==> src/common/apb_iob_macros.svh <==
`ifndef APB_IOB_MACROS_SVH
`define APB_IOB_MACROS_SVH

// Bus widths
`define APB_ADDR_W 8
`define APB_DATA_W 32
`define APB_STRB_W (`APB_DATA_W / 8)

// Timer widths
`define TMR_PRESC_W 16
`define TMR_COUNT_W `APB_DATA_W

// Register map, byte offsets
`define REG_CTRL    8'h00
`define REG_PRESC   8'h04
`define REG_CMP     8'h08
`define REG_COUNT   8'h0C
`define REG_STATUS  8'h10
`define REG_SCRATCH 8'h14

// CTRL fields
`define CTRL_EN_BIT     0
`define CTRL_RELOAD_BIT 1
`define CTRL_IRQEN_BIT  2
`define CTRL_W          3

// STATUS fields
`define STATUS_MATCH_BIT 0

// Reset values
`define CTRL_RST    3'b000
`define PRESC_RST   16'h0000
`define CMP_RST     32'h0000_0000
`define SCRATCH_RST 32'h0000_0000
`define STATUS_RST  1'b0

`endif
==> src/common/apb_iob_pkg.sv <==
`include "apb_iob_macros.svh"

package apb_iob_pkg;

   // APB requester side
   typedef struct packed {
      logic                   sel;     // Peripheral select
      logic                   enable;  // Access phase
      logic                   write;
      logic [`APB_ADDR_W-1:0] addr;    // Byte address
      logic [`APB_DATA_W-1:0] wdata;
      logic [`APB_STRB_W-1:0] wstrb;   // Zero on reads
   } apb_req_t;

   typedef struct packed {
      logic                   ready;   // Ends the access phase
      logic [`APB_DATA_W-1:0] rdata;   // Valid with ready
   } apb_resp_t;

   // IOb manager side
   typedef struct packed {
      logic                   avalid;  // Request valid
      logic [`APB_ADDR_W-1:0] addr;
      logic [`APB_DATA_W-1:0] wdata;
      logic [`APB_STRB_W-1:0] wstrb;   // Nonzero marks a write
   } iob_req_t;

   typedef struct packed {
      logic                   rvalid_nxt;  // Read answered this cycle
      logic                   ready_nxt;   // Request accepted this cycle
      logic [`APB_DATA_W-1:0] rdata;       // Registered read data
   } iob_resp_t;

   // Register bank to timer
   typedef struct packed {
      logic                    en;
      logic                    reload;    // Wrap to 0 after compare
      logic [`TMR_PRESC_W-1:0] presc;
      logic [`TMR_COUNT_W-1:0] cmp;
      logic                    load;      // One-cycle COUNT load
      logic [`TMR_COUNT_W-1:0] load_val;
   } timer_cfg_t;

   // Timer to register bank
   typedef struct packed {
      logic [`TMR_COUNT_W-1:0] count;
      logic                    match;     // One-cycle pulse
   } timer_stat_t;

endpackage

==> src/hw/apb_timer_top.sv <==
module apb_timer_top
   import apb_iob_pkg::*;
(
   input  logic      clk_i,
   input  logic      rst_n_i,
   input  apb_req_t  apb_req_i,
   output apb_resp_t apb_resp_o,
   output logic      irq_o
);

   iob_req_t    iob_req;
   iob_resp_t   iob_resp;
   timer_cfg_t  tmr_cfg;
   timer_stat_t tmr_stat;

   apb2iob apb2iob_inst (
      .clk_i     (clk_i),
      .rst_n_i   (rst_n_i),
      .apb_req_i (apb_req_i),
      .apb_resp_o(apb_resp_o),
      .iob_req_o (iob_req),
      .iob_resp_i(iob_resp)
   );

   iob_csrs iob_csrs_inst (
      .clk_i     (clk_i),
      .rst_n_i   (rst_n_i),
      .iob_req_i (iob_req),
      .iob_resp_o(iob_resp),
      .tmr_cfg_o (tmr_cfg),
      .tmr_stat_i(tmr_stat),
      .irq_o     (irq_o)
   );

   iob_timer iob_timer_inst (
      .clk_i  (clk_i),
      .rst_n_i(rst_n_i),
      .cfg_i  (tmr_cfg),
      .stat_o (tmr_stat)
   );

endmodule

==> src/hw/iob_timer/iob_timer.sv <==
`include "apb_iob_macros.svh"

module iob_timer
   import apb_iob_pkg::*;
(
   input  logic        clk_i,
   input  logic        rst_n_i,
   input  timer_cfg_t  cfg_i,
   output timer_stat_t stat_o
);

   logic [`TMR_PRESC_W-1:0] presc_cnt_q;
   logic [`TMR_COUNT_W-1:0] count_q;
   logic [`TMR_COUNT_W-1:0] count_nxt;
   logic                    match_q;
   logic                    tick;

   // Prescaler wrap, also catches presc lowered below the running value
   assign tick = cfg_i.en && (presc_cnt_q >= cfg_i.presc);

   // Reload wraps to zero once compare was reached
   assign count_nxt = (cfg_i.reload && (count_q == cfg_i.cmp)) ? '0 : count_q + 1'b1;

   always_ff @(posedge clk_i) begin
      if (!rst_n_i) begin
         presc_cnt_q <= '0;
      end else if (cfg_i.load || !cfg_i.en) begin
         presc_cnt_q <= '0;  // Restart period
      end else if (tick) begin
         presc_cnt_q <= '0;
      end else begin
         presc_cnt_q <= presc_cnt_q + 1'b1;
      end
   end

   always_ff @(posedge clk_i) begin
      if (!rst_n_i) begin
         count_q <= '0;
      end else if (cfg_i.load) begin
         count_q <= cfg_i.load_val;  // Load wins even when disabled
      end else if (tick) begin
         count_q <= count_nxt;
      end
   end

   always_ff @(posedge clk_i) begin
      if (!rst_n_i) begin
         match_q <= 1'b0;
      end else begin
         match_q <= tick && !cfg_i.load && (count_nxt == cfg_i.cmp);
      end
   end

   always_comb begin
      stat_o.count = count_q;
      stat_o.match = match_q;
   end

endmodule

==> src/hw/iob_csrs/iob_csrs.sv <==
`include "apb_iob_macros.svh"

module iob_csrs
   import apb_iob_pkg::*;
(
   input  logic        clk_i,
   input  logic        rst_n_i,
   input  iob_req_t    iob_req_i,
   output iob_resp_t   iob_resp_o,
   output timer_cfg_t  tmr_cfg_o,
   input  timer_stat_t tmr_stat_i,
   output logic        irq_o
);

   logic [`CTRL_W-1:0]      ctrl_q;
   logic [`TMR_PRESC_W-1:0] presc_q;
   logic [`TMR_COUNT_W-1:0] cmp_q;
   logic [`APB_DATA_W-1:0]  scratch_q;
   logic                    match_flag_q;
   logic                    load_q;
   logic [`TMR_COUNT_W-1:0] load_val_q;
   logic [`APB_DATA_W-1:0]  rdata_q;
   logic [`APB_DATA_W-1:0]  rdata_d;
   logic                    wr_en;
   logic                    rd_en;
   logic                    clr_match;
   logic [`APB_ADDR_W-1:0]  word_addr;
   logic [`APB_DATA_W-1:0]  ctrl_wide;
   logic [`APB_DATA_W-1:0]  presc_wide;
   logic [`APB_DATA_W-1:0]  ctrl_mrg;
   logic [`APB_DATA_W-1:0]  presc_mrg;
   logic [`APB_DATA_W-1:0]  cmp_mrg;
   logic [`APB_DATA_W-1:0]  scratch_mrg;
   logic [`APB_DATA_W-1:0]  count_mrg;

   // Byte lanes with a strobe take the new value
   function automatic logic [`APB_DATA_W-1:0] merge_bytes(
      input logic [`APB_DATA_W-1:0] old_val,
      input logic [`APB_DATA_W-1:0] new_val,
      input logic [`APB_STRB_W-1:0] strb
   );
      logic [`APB_DATA_W-1:0] res;
      res = old_val;
      for (int b = 0; b < `APB_STRB_W; b++) begin
         if (strb[b]) begin
            res[8*b +: 8] = new_val[8*b +: 8];
         end
      end
      return res;
   endfunction

   assign wr_en     = iob_req_i.avalid && (|iob_req_i.wstrb);
   assign rd_en     = iob_req_i.avalid && !(|iob_req_i.wstrb);
   assign word_addr = {iob_req_i.addr[`APB_ADDR_W-1:2], 2'b00};  // Ignore byte offset

   assign ctrl_wide  = {{(`APB_DATA_W - `CTRL_W){1'b0}}, ctrl_q};
   assign presc_wide = {{(`APB_DATA_W - `TMR_PRESC_W){1'b0}}, presc_q};

   assign ctrl_mrg    = merge_bytes(ctrl_wide, iob_req_i.wdata, iob_req_i.wstrb);
   assign presc_mrg   = merge_bytes(presc_wide, iob_req_i.wdata, iob_req_i.wstrb);
   assign cmp_mrg     = merge_bytes(cmp_q, iob_req_i.wdata, iob_req_i.wstrb);
   assign scratch_mrg = merge_bytes(scratch_q, iob_req_i.wdata, iob_req_i.wstrb);
   assign count_mrg   = merge_bytes(tmr_stat_i.count, iob_req_i.wdata, iob_req_i.wstrb);

   // Write one to clear
   assign clr_match = wr_en && (word_addr == `REG_STATUS)
                      && iob_req_i.wstrb[`STATUS_MATCH_BIT / 8]
                      && iob_req_i.wdata[`STATUS_MATCH_BIT];

   always_ff @(posedge clk_i) begin
      if (!rst_n_i) begin
         ctrl_q    <= `CTRL_RST;
         presc_q   <= `PRESC_RST;
         cmp_q     <= `CMP_RST;
         scratch_q <= `SCRATCH_RST;
      end else if (wr_en) begin
         case (word_addr)
            `REG_CTRL:    ctrl_q    <= ctrl_mrg[`CTRL_W-1:0];
            `REG_PRESC:   presc_q   <= presc_mrg[`TMR_PRESC_W-1:0];  // Upper half dropped
            `REG_CMP:     cmp_q     <= cmp_mrg;
            `REG_SCRATCH: scratch_q <= scratch_mrg;
            default:      ;  // Unmapped, no effect
         endcase
      end
   end

   always_ff @(posedge clk_i) begin
      if (!rst_n_i) begin
         match_flag_q <= `STATUS_RST;
         load_q       <= 1'b0;
      end else begin
         load_q <= wr_en && (word_addr == `REG_COUNT);
         if (tmr_stat_i.match) begin
            match_flag_q <= 1'b1;  // Set beats clear
         end else if (clr_match) begin
            match_flag_q <= 1'b0;
         end
      end
   end

   always_ff @(posedge clk_i) begin
      load_val_q <= count_mrg;
   end

   always_comb begin
      case (word_addr)
         `REG_CTRL:    rdata_d = ctrl_wide;
         `REG_PRESC:   rdata_d = presc_wide;
         `REG_CMP:     rdata_d = cmp_q;
         `REG_COUNT:   rdata_d = tmr_stat_i.count;
         `REG_STATUS:  rdata_d = {{(`APB_DATA_W - 1){1'b0}}, match_flag_q};
         `REG_SCRATCH: rdata_d = scratch_q;
         default:      rdata_d = '0;
      endcase
   end

   always_ff @(posedge clk_i) begin
      if (rd_en) begin
         rdata_q <= rdata_d;
      end
   end

   // Always answers in the first avalid cycle
   always_comb begin
      iob_resp_o.ready_nxt  = iob_req_i.avalid;
      iob_resp_o.rvalid_nxt = rd_en;
      iob_resp_o.rdata      = rdata_q;
   end

   always_comb begin
      tmr_cfg_o.en       = ctrl_q[`CTRL_EN_BIT];
      tmr_cfg_o.reload   = ctrl_q[`CTRL_RELOAD_BIT];
      tmr_cfg_o.presc    = presc_q;
      tmr_cfg_o.cmp      = cmp_q;
      tmr_cfg_o.load     = load_q;
      tmr_cfg_o.load_val = load_val_q;
   end

   assign irq_o = match_flag_q && ctrl_q[`CTRL_IRQEN_BIT];

endmodule

==> src/hw/apb2iob/apb2iob.sv <==
module apb2iob
   import apb_iob_pkg::*;
(
   input  logic      clk_i,
   input  logic      rst_n_i,
   input  apb_req_t  apb_req_i,
   output apb_resp_t apb_resp_o,
   output iob_req_t  iob_req_o,
   input  iob_resp_t iob_resp_i
);

   typedef enum logic [1:0] {
      ST_IDLE   = 2'd0,
      ST_ACCESS = 2'd1,
      ST_DONE   = 2'd2
   } state_t;

   state_t state_q;
   state_t state_d;
   logic   ready_q;
   logic   ready_d;
   logic   answer;

   // Writes complete on ready_nxt, reads on rvalid_nxt
   assign answer = apb_req_i.write ? iob_resp_i.ready_nxt : iob_resp_i.rvalid_nxt;

   always_comb begin
      state_d = state_q;
      ready_d = 1'b0;
      case (state_q)
         ST_IDLE: begin
            if (apb_req_i.sel) begin  // Setup cycle seen
               state_d = ST_ACCESS;
            end
         end
         ST_ACCESS: begin
            if (answer) begin
               state_d = ST_DONE;
               ready_d = 1'b1;        // Shown next cycle with rdata
            end
         end
         ST_DONE: begin
            state_d = ST_IDLE;        // avalid low, request not repeated
         end
         default: begin
            state_d = ST_IDLE;
         end
      endcase
   end

   always_ff @(posedge clk_i) begin
      if (!rst_n_i) begin
         state_q <= ST_IDLE;
         ready_q <= 1'b0;
      end else begin
         state_q <= state_d;
         ready_q <= ready_d;
      end
   end

   always_comb begin
      iob_req_o.avalid = (state_q == ST_ACCESS);
      iob_req_o.addr   = apb_req_i.addr;
      iob_req_o.wdata  = apb_req_i.wdata;
      iob_req_o.wstrb  = apb_req_i.wstrb;
   end

   always_comb begin
      apb_resp_o.ready = ready_q;
      apb_resp_o.rdata = iob_resp_i.rdata;  // Held by the register bank
   end

endmodule

==> config.mk <==
export PLATFORM = sky130hd
export DESIGN_NAME = apb_timer_top
export DESIGN_NICKNAME = d
export VERILOG_FILES = /design/src/common/apb_iob_pkg.sv /design/src/hw/apb_timer_top.sv /design/src/hw/iob_timer/iob_timer.sv /design/src/hw/iob_csrs/iob_csrs.sv /design/src/hw/apb2iob/apb2iob.sv
export VERILOG_INCLUDE_DIRS = /design/src /design/src/common
export SDC_FILE = /design/constraint.sdc
export NUM_CORES = 1
export LEC_CHECK = 0
export BUFFER_PORTS_ARGS = -buffer_cell sky130_fd_sc_hd__buf_2
export CORE_MARGIN = 4
export CORE_UTILIZATION = 40
export CTS_BUF_LIST = sky130_fd_sc_hd__clkbuf_16
export DETAILED_ROUTE_END_ITERATION = 8
export SLEW_MARGIN = 15
export SYNTH_ARGS = -nofsm -noshare
export SYNTH_HDL_FRONTEND = slang
export SYNTH_SLANG_ARGS = --single-unit
==> constraint.sdc <==
create_clock -name clk_i -period 7.7 [get_ports clk_i]
set_input_delay 0.77 -clock clk_i [delete_from_list [all_inputs] [get_ports clk_i]]
set_output_delay 0.77 -clock clk_i [all_outputs]
set_load 0.03 [all_outputs]
; Word level (Yosys, flattened, before mapping)
; Cells that the tools add are included.
[word_totals]
mem_bits_rw = 0
mem_count = 0
mem_bits_ro = 0
reg_bits = 201
elab_cells = 83
in_bits = 49
latch_bits = 0
[op_classes]
eq_ne = 10
n_lt_le_gt_ge = 1
n_reduce_logical = 34
div = 0
mux = 15
n_bitwise = 1
n_shift = 0
n_addsub = 2
mul = 0
[ops]
columns = cell, count
row1 = 32-bit one-hot mux with 6 select lines, 1
row2 = 32-bit 2-to-1 mux, 3
row3 = 32-bit == test, 2
row4 = 3-bit AND reduction, 11
row5 = "32-bit by 1-bit adder with 32-bit output, second input constant", 1
row6 = 8-bit 2-to-1 mux, 4
row7 = "16-bit by 1-bit adder with 16-bit output, second input constant", 1
row8 = 16-bit greater-or-equal comparator, 1
row9 = "6-bit by 2-bit == test with 1-bit output, second input constant", 2
row10 = "6-bit by 3-bit == test with 1-bit output, second input constant", 2
row11 = 1-bit logical AND, 11
row12 = 8-bit logical NOT, 1
row13 = "6-bit by 1-bit == test with 1-bit output, second input constant", 1
row14 = 1-bit 2-to-1 mux, 4
row15 = 2-bit 2-to-1 mux, 2
row16 = "2-bit inequality test, second input constant", 2
row17 = 2-bit one-hot mux with 2 select lines, 1
row18 = 2-bit AND reduction, 2
row19 = 2-bit nonzero test, 2
row20 = 4-bit OR reduction, 1
row21 = 1-bit logical NOT, 3
row22 = 3-bit OR reduction, 1
row23 = "2-bit by 1-bit == test with 1-bit output, second input constant", 1
row24 = 2-bit logical NOT, 1
row25 = 2 further kinds, 2

; Longest topological paths before layout
[depth]
depth_word = 7
depth_mapped = 12
mapped_depth_nobuf = 10

; Cells and area by module
; Synthesis repeated with hierarchy kept, for this count alone.
[hier_totals]
cells_unflattened = 1276
hier_area_um2 = 11304.6
[by_module_without_submodules]
columns = module, seq_area_each_um2, area_per_inst_um2, n_inst, cells_per_inst
row1 = iob_csrs, 3303.2, 6187.2, 1, 580
row2 = iob_timer, 980.9, 4414.2, 1, 609
row3 = apb2iob, 60.1, 703.2, 1, 87

; Worst setup path after synthesis
; No wires, ideal clock.
[synth_path]
path_kind = register to register
start = register iob_timer_inst.count_q[0]
end = register iob_timer_inst.match_q
period_less_slack_ns = 2.698
required_time_ns = 7.639
path_buffers = 2
stages_incl_launch_ff = 11
arrival_time_ns = 2.637
path_slack_ns = 5.002
cell_sequence = dfxtp_1 -> buf_2 -> and4_1 -> clkbuf_1 -> nand4_1 -> or4_1 -> xor2_1 -> o22ai_1 -> or4_1 -> a221oi_1 -> and4_1
[synth_between]
elab_chain_len = 5
word_cells_on_any_way = 6
classes_between = add/sub: 1 / eq/ne: 2 / mux: 1 / reduce/logical: 2
[synth_rtl]
columns = item, line_no
row1 = "start, declared", iob_timer.sv:13  ; logic [`TMR_COUNT_W-1:0] count_q;
row2 = "start signal, assigned", iob_timer.sv:40  ; count_q <= cfg_i.load_val;
row3 = "start signal, assigned", iob_timer.sv:42  ; count_q <= count_nxt;
row4 = "parallel branches: the longest is 2 deep, another holds 32-bit by 1-bit adder with 32-bit output", --
row5 = 32-bit 2-to-1 mux *, iob_timer.sv:22  ; assign count_nxt = (cfg_i.reload && (count_q == cfg_i.cmp)) ? '0 : count_q + 1'b1;
row6 = 32-bit == test *, iob_timer.sv:50  ; match_q <= tick && !cfg_i.load && (count_nxt == cfg_i.cmp);
row7 = 1-bit logical AND *, iob_timer.sv:50
row8 = "end signal, assigned", iob_timer.sv:50
row9 = "end, declared", iob_timer.sv:15  ; logic match_q;
; Mark *: on every way between the ends.
; A chain may end at the register's enable or synchronous reset.

; Worst setup path in the final report
[layout_path]
start = register iob_csrs_inst.presc_q[10]
end = register iob_timer_inst.count_q[14]
[layout_between]
elab_chain_len = 3
[layout_rtl]
columns = item, line_no
row1 = "start, declared", iob_csrs.sv:16  ; logic [`TMR_PRESC_W-1:0] presc_q;
row2 = "start signal, assigned", iob_csrs.sv:73  ; presc_q <= `PRESC_RST;
row3 = "start signal, assigned", iob_csrs.sv:79  ; `REG_PRESC: presc_q <= presc_mrg[`TMR_PRESC_W-1:0];
row4 = 16-bit greater-or-equal comparator, iob_timer.sv:19  ; assign tick = cfg_i.en && (presc_cnt_q >= cfg_i.presc);
row5 = 1-bit logical AND, iob_timer.sv:19
row6 = 2-bit nonzero test (no source line), --
; Every way passes these cells.

==> impl_metrics.csv <==
group,metric,value,unit
sta,fin_crit,3.826,ns
die,fp.dieW,173.7,microns
clock_tree,max-clock-path-buffers,3,
die,die_h,173.7,microns
die,core-area,26950,sq um
global_route,grt_max_degree,69,
place,dp_hpwl,21.95,mm
global_route,grt_pass1_wl,49.14,mm
sta,maxSlewHeadroom,0.3543,
route,drt_first_pass_iters,7,
die,fp.dieArea,30160,sq um
worst_setup_path,crit_fanout,20,
place,place.gp.congestion,0.9460,
global_route,grt-ovfl-total,0,
route,num_vias,8910,
worst_setup_path,rr_worst_depth,8,
place,io_buffer_count,79,
worst_hold_path,hold-path-cell-count,1,
sta,drv_slew,0,
route,wire_per_inst,19.22,microns
yosys,ys_seq_area_frac,0.3958,
layout,mostFrequentLayoutCells,"dfxtp_1 (169), mux2i_1 (112), nand2_1 (96)",
clock_tree,cts_resized,0,
sta,tightestPinTransition,0.9658,ns
sta,holdWs,0.4205,ns
layout,final_nets,1308,
worst_setup_path,path_cells,"inv_1 > ha_1 > nand4_1 > or4_1 > a31oi_1 > nand3_1 > or4_1 > a31oi_1",
route,drc_errors,0,
power,vdd_drop_max,0.1516,mV
sta,finalSetupTns,0,ns
yosys,avgSynthCellArea,8.983,sq um
yosys,yosys_most_used_dff,"dfxtp_1",
route,via_per_inst,5.576,
clock_tree,tritoncts,"done",
sta,fin_skew,0.01437,ns
sta,report.final.hold_viol_count,0,
yosys,synthArstFlopShare,0,
layout,layout_commonest_cell,"dfxtp_1",
power,powerDensity,176.0,nW/um^2
sta,setup_viol,0,
worst_setup_path,cp-start-kind,"flip-flop",
worst_setup_path,crit_arrival,4.27,ns
job,cap_violations,0,
global_route,grt_usage,0.1979,
place,place_inst,1557,
die,io_pins,83,
worst_setup_path,endpoint_kind,"flip-flop",
clock_tree,root_buffer,"clkbuf_16",
layout,fin_cells,1598,
worst_setup_path,critPathKind,"reg2reg",
layout,area_growth_syn_to_layout,10.36,%
yosys,ys_types,71,
die,initial_core_util,0.4073,
clock_tree,numCtsBuffers,23,
yosys,yosys_warnings,0,
clock_tree,cts_sinks,201,
sta,fin_crit_sh,0.4968,
yosys,netlist_area,10980,sq um
yosys,postSynthCellCount,1222,
global_route,antenna_found_initial,0,
run_status,status,"complete, no violations",
yosys,synth_edf_count,32,
clock_tree,htree_levels,1,
clock_tree,path_clk_slew,0.06,ns
clock_tree,post_cts_buffers,0,
die,rows,60,
route,ant_nets,0,
global_route,grt_pass1_vias,8649,
yosys,syn_nets,1289,
layout,drive_gt1_frac,0.1305,
worst_hold_path,hold_path_class,"reg2reg",
worst_setup_path,slowest_stage,"nand3_1",
yosys,ys_ff_latch,201,
layout,antenna_cells,0,
worst_setup_path,critical_path_required,8.15,ns
clock_tree,clock_latency,0.52,ns
route,wirelength,30.71,mm
route,drt-initial-drc-count,533,
power,leakage,0.004427,uW
sta,rsz0062_at_grt,"no",
sta,fmax,261.4,MHz
worst_setup_path,slowest_delay,0.85,ns
clock_tree,hold_buffers,0,
critical path: cells and delay by family (launching register included):
| kind | cells | cell delay [ns] |
|---|---|---|
| buffers and inverters | 1 | 0.06 |
| adders and majority gates | 1 | 0.31 |
| DFF | 1 | 0.35 |
| and+or+nand+nor | 4 | 2.34 |
| AOI/OAI and AO/OA | 2 | 0.67 |
cell families after synthesis:
group | count (synthesis) | share of synthesized area
AOI/OAI and AO/OA | 232 | 0.1317
buffers and inverters | 125 | 0.04810
xor gates and xnor gates | 69 | 0.05642
muxes | 138 | 0.1288
and+or+nand+nor | 439 | 0.2187
DFF | 201 | 0.3958
adders and majority gates | 18 | 0.02052
flip-flops by register name, summed over array words and instances (netlist names):
register,flops
apb2iob_inst.ready_q,1
iob_csrs_inst.rdata_q,32
iob_csrs_inst.load_q,1
iob_csrs_inst.cmp_q,32
iob_csrs_inst.scratch_q,32
iob_timer_inst.count_q,32
iob_csrs_inst.ctrl_q,3
iob_csrs_inst.match_flag_q,1
iob_timer_inst.presc_cnt_q,16
apb2iob_inst.state_q,2
iob_csrs_inst.load_val_q,32
iob_csrs_inst.presc_q,16
iob_timer_inst.match_q,1
layout make-up:
cell class                 count  area [sq um]
clock buffer                  23         575.6
clock inverter                18         78.83
fill                        2629         14840
inverter                      30         112.6
multi-input combinational    896          6106
sequential                   201          4344
tap                          341         426.7
timing repair buffer          89         470.5
power breakdown:
| part | internal (uW) | total [uW] | leakage (uW) | switching [uW] |
|---|---|---|---|---|
| Combinational | 35.0 | 87.5 | 0.00242 | 52.5 |
| Sequential | 1080 | 1080 | 0.00166 | 4.39 |
| Clock | 539 | 965 | 0.000349 | 426 |
| Total | 1650 | 2130 | 0.00443 | 483 |
metal layers:
layer / up-vias / wire [microns] / track usage
met5: - / 0 / 0
met4: 0 / 790 / 0.05444
met3: 59 / 1392 / 0.03032
met2: 237 / 14370 / 0.3296
met1: 4239 / 14160 / 0.2688
li1: 4375 / - / -
Yosys cell counts, types with 26 or more instances:
master    count  share of area
dfxtp_1     169           0.31
mux2i_1     112           0.10
nand2_1      96          0.033
o21ai_0      87          0.040
nor2b_1      85          0.048
nor2_1       70          0.024
clkbuf_1     63          0.022
a21oi_1      51          0.023
xor2_1       39          0.031
edfxtp_1     32          0.088
nand3_1      32          0.015
inv_1        30          0.010
xnor2_1      29          0.023
mux2_2       26          0.027
per-stage QoR:
stage	utilization	cell area (sq um)	worst slack [ns]	power [uW]
after floorplan	-	10980	5.002	1154
after global placement	0.4252	11460	3.968	1189
after detailed placement	0.4252	11460	3.954	1190
after CTS	0.4495	12110	3.860	2164
after global routing	0.4495	12110	3.663	2216
final	0.4495	12110	3.874	2132
path summary, 6_finish.rpt:
check | to | slack [ns] | from
min reg2reg | apb2iob_inst.state_q[0]$_SDFFE_PN0P_ | 0.42 | apb2iob_inst.state_q[1]$_SDFFE_PN0P_
max reg2reg | iob_timer_inst.count_q[14]$_SDFFE_PN0P_ | 3.87 | iob_csrs_inst.presc_q[10]$_SDFFE_PN0P_
max | iob_timer_inst.count_q[14]$_SDFFE_PN0P_ | 3.87 | iob_csrs_inst.presc_q[10]$_SDFFE_PN0P_
min | apb2iob_inst.state_q[0]$_SDFFE_PN0P_ | 0.42 | apb2iob_inst.state_q[1]$_SDFFE_PN0P_
(Power assumes the default switching activity.)
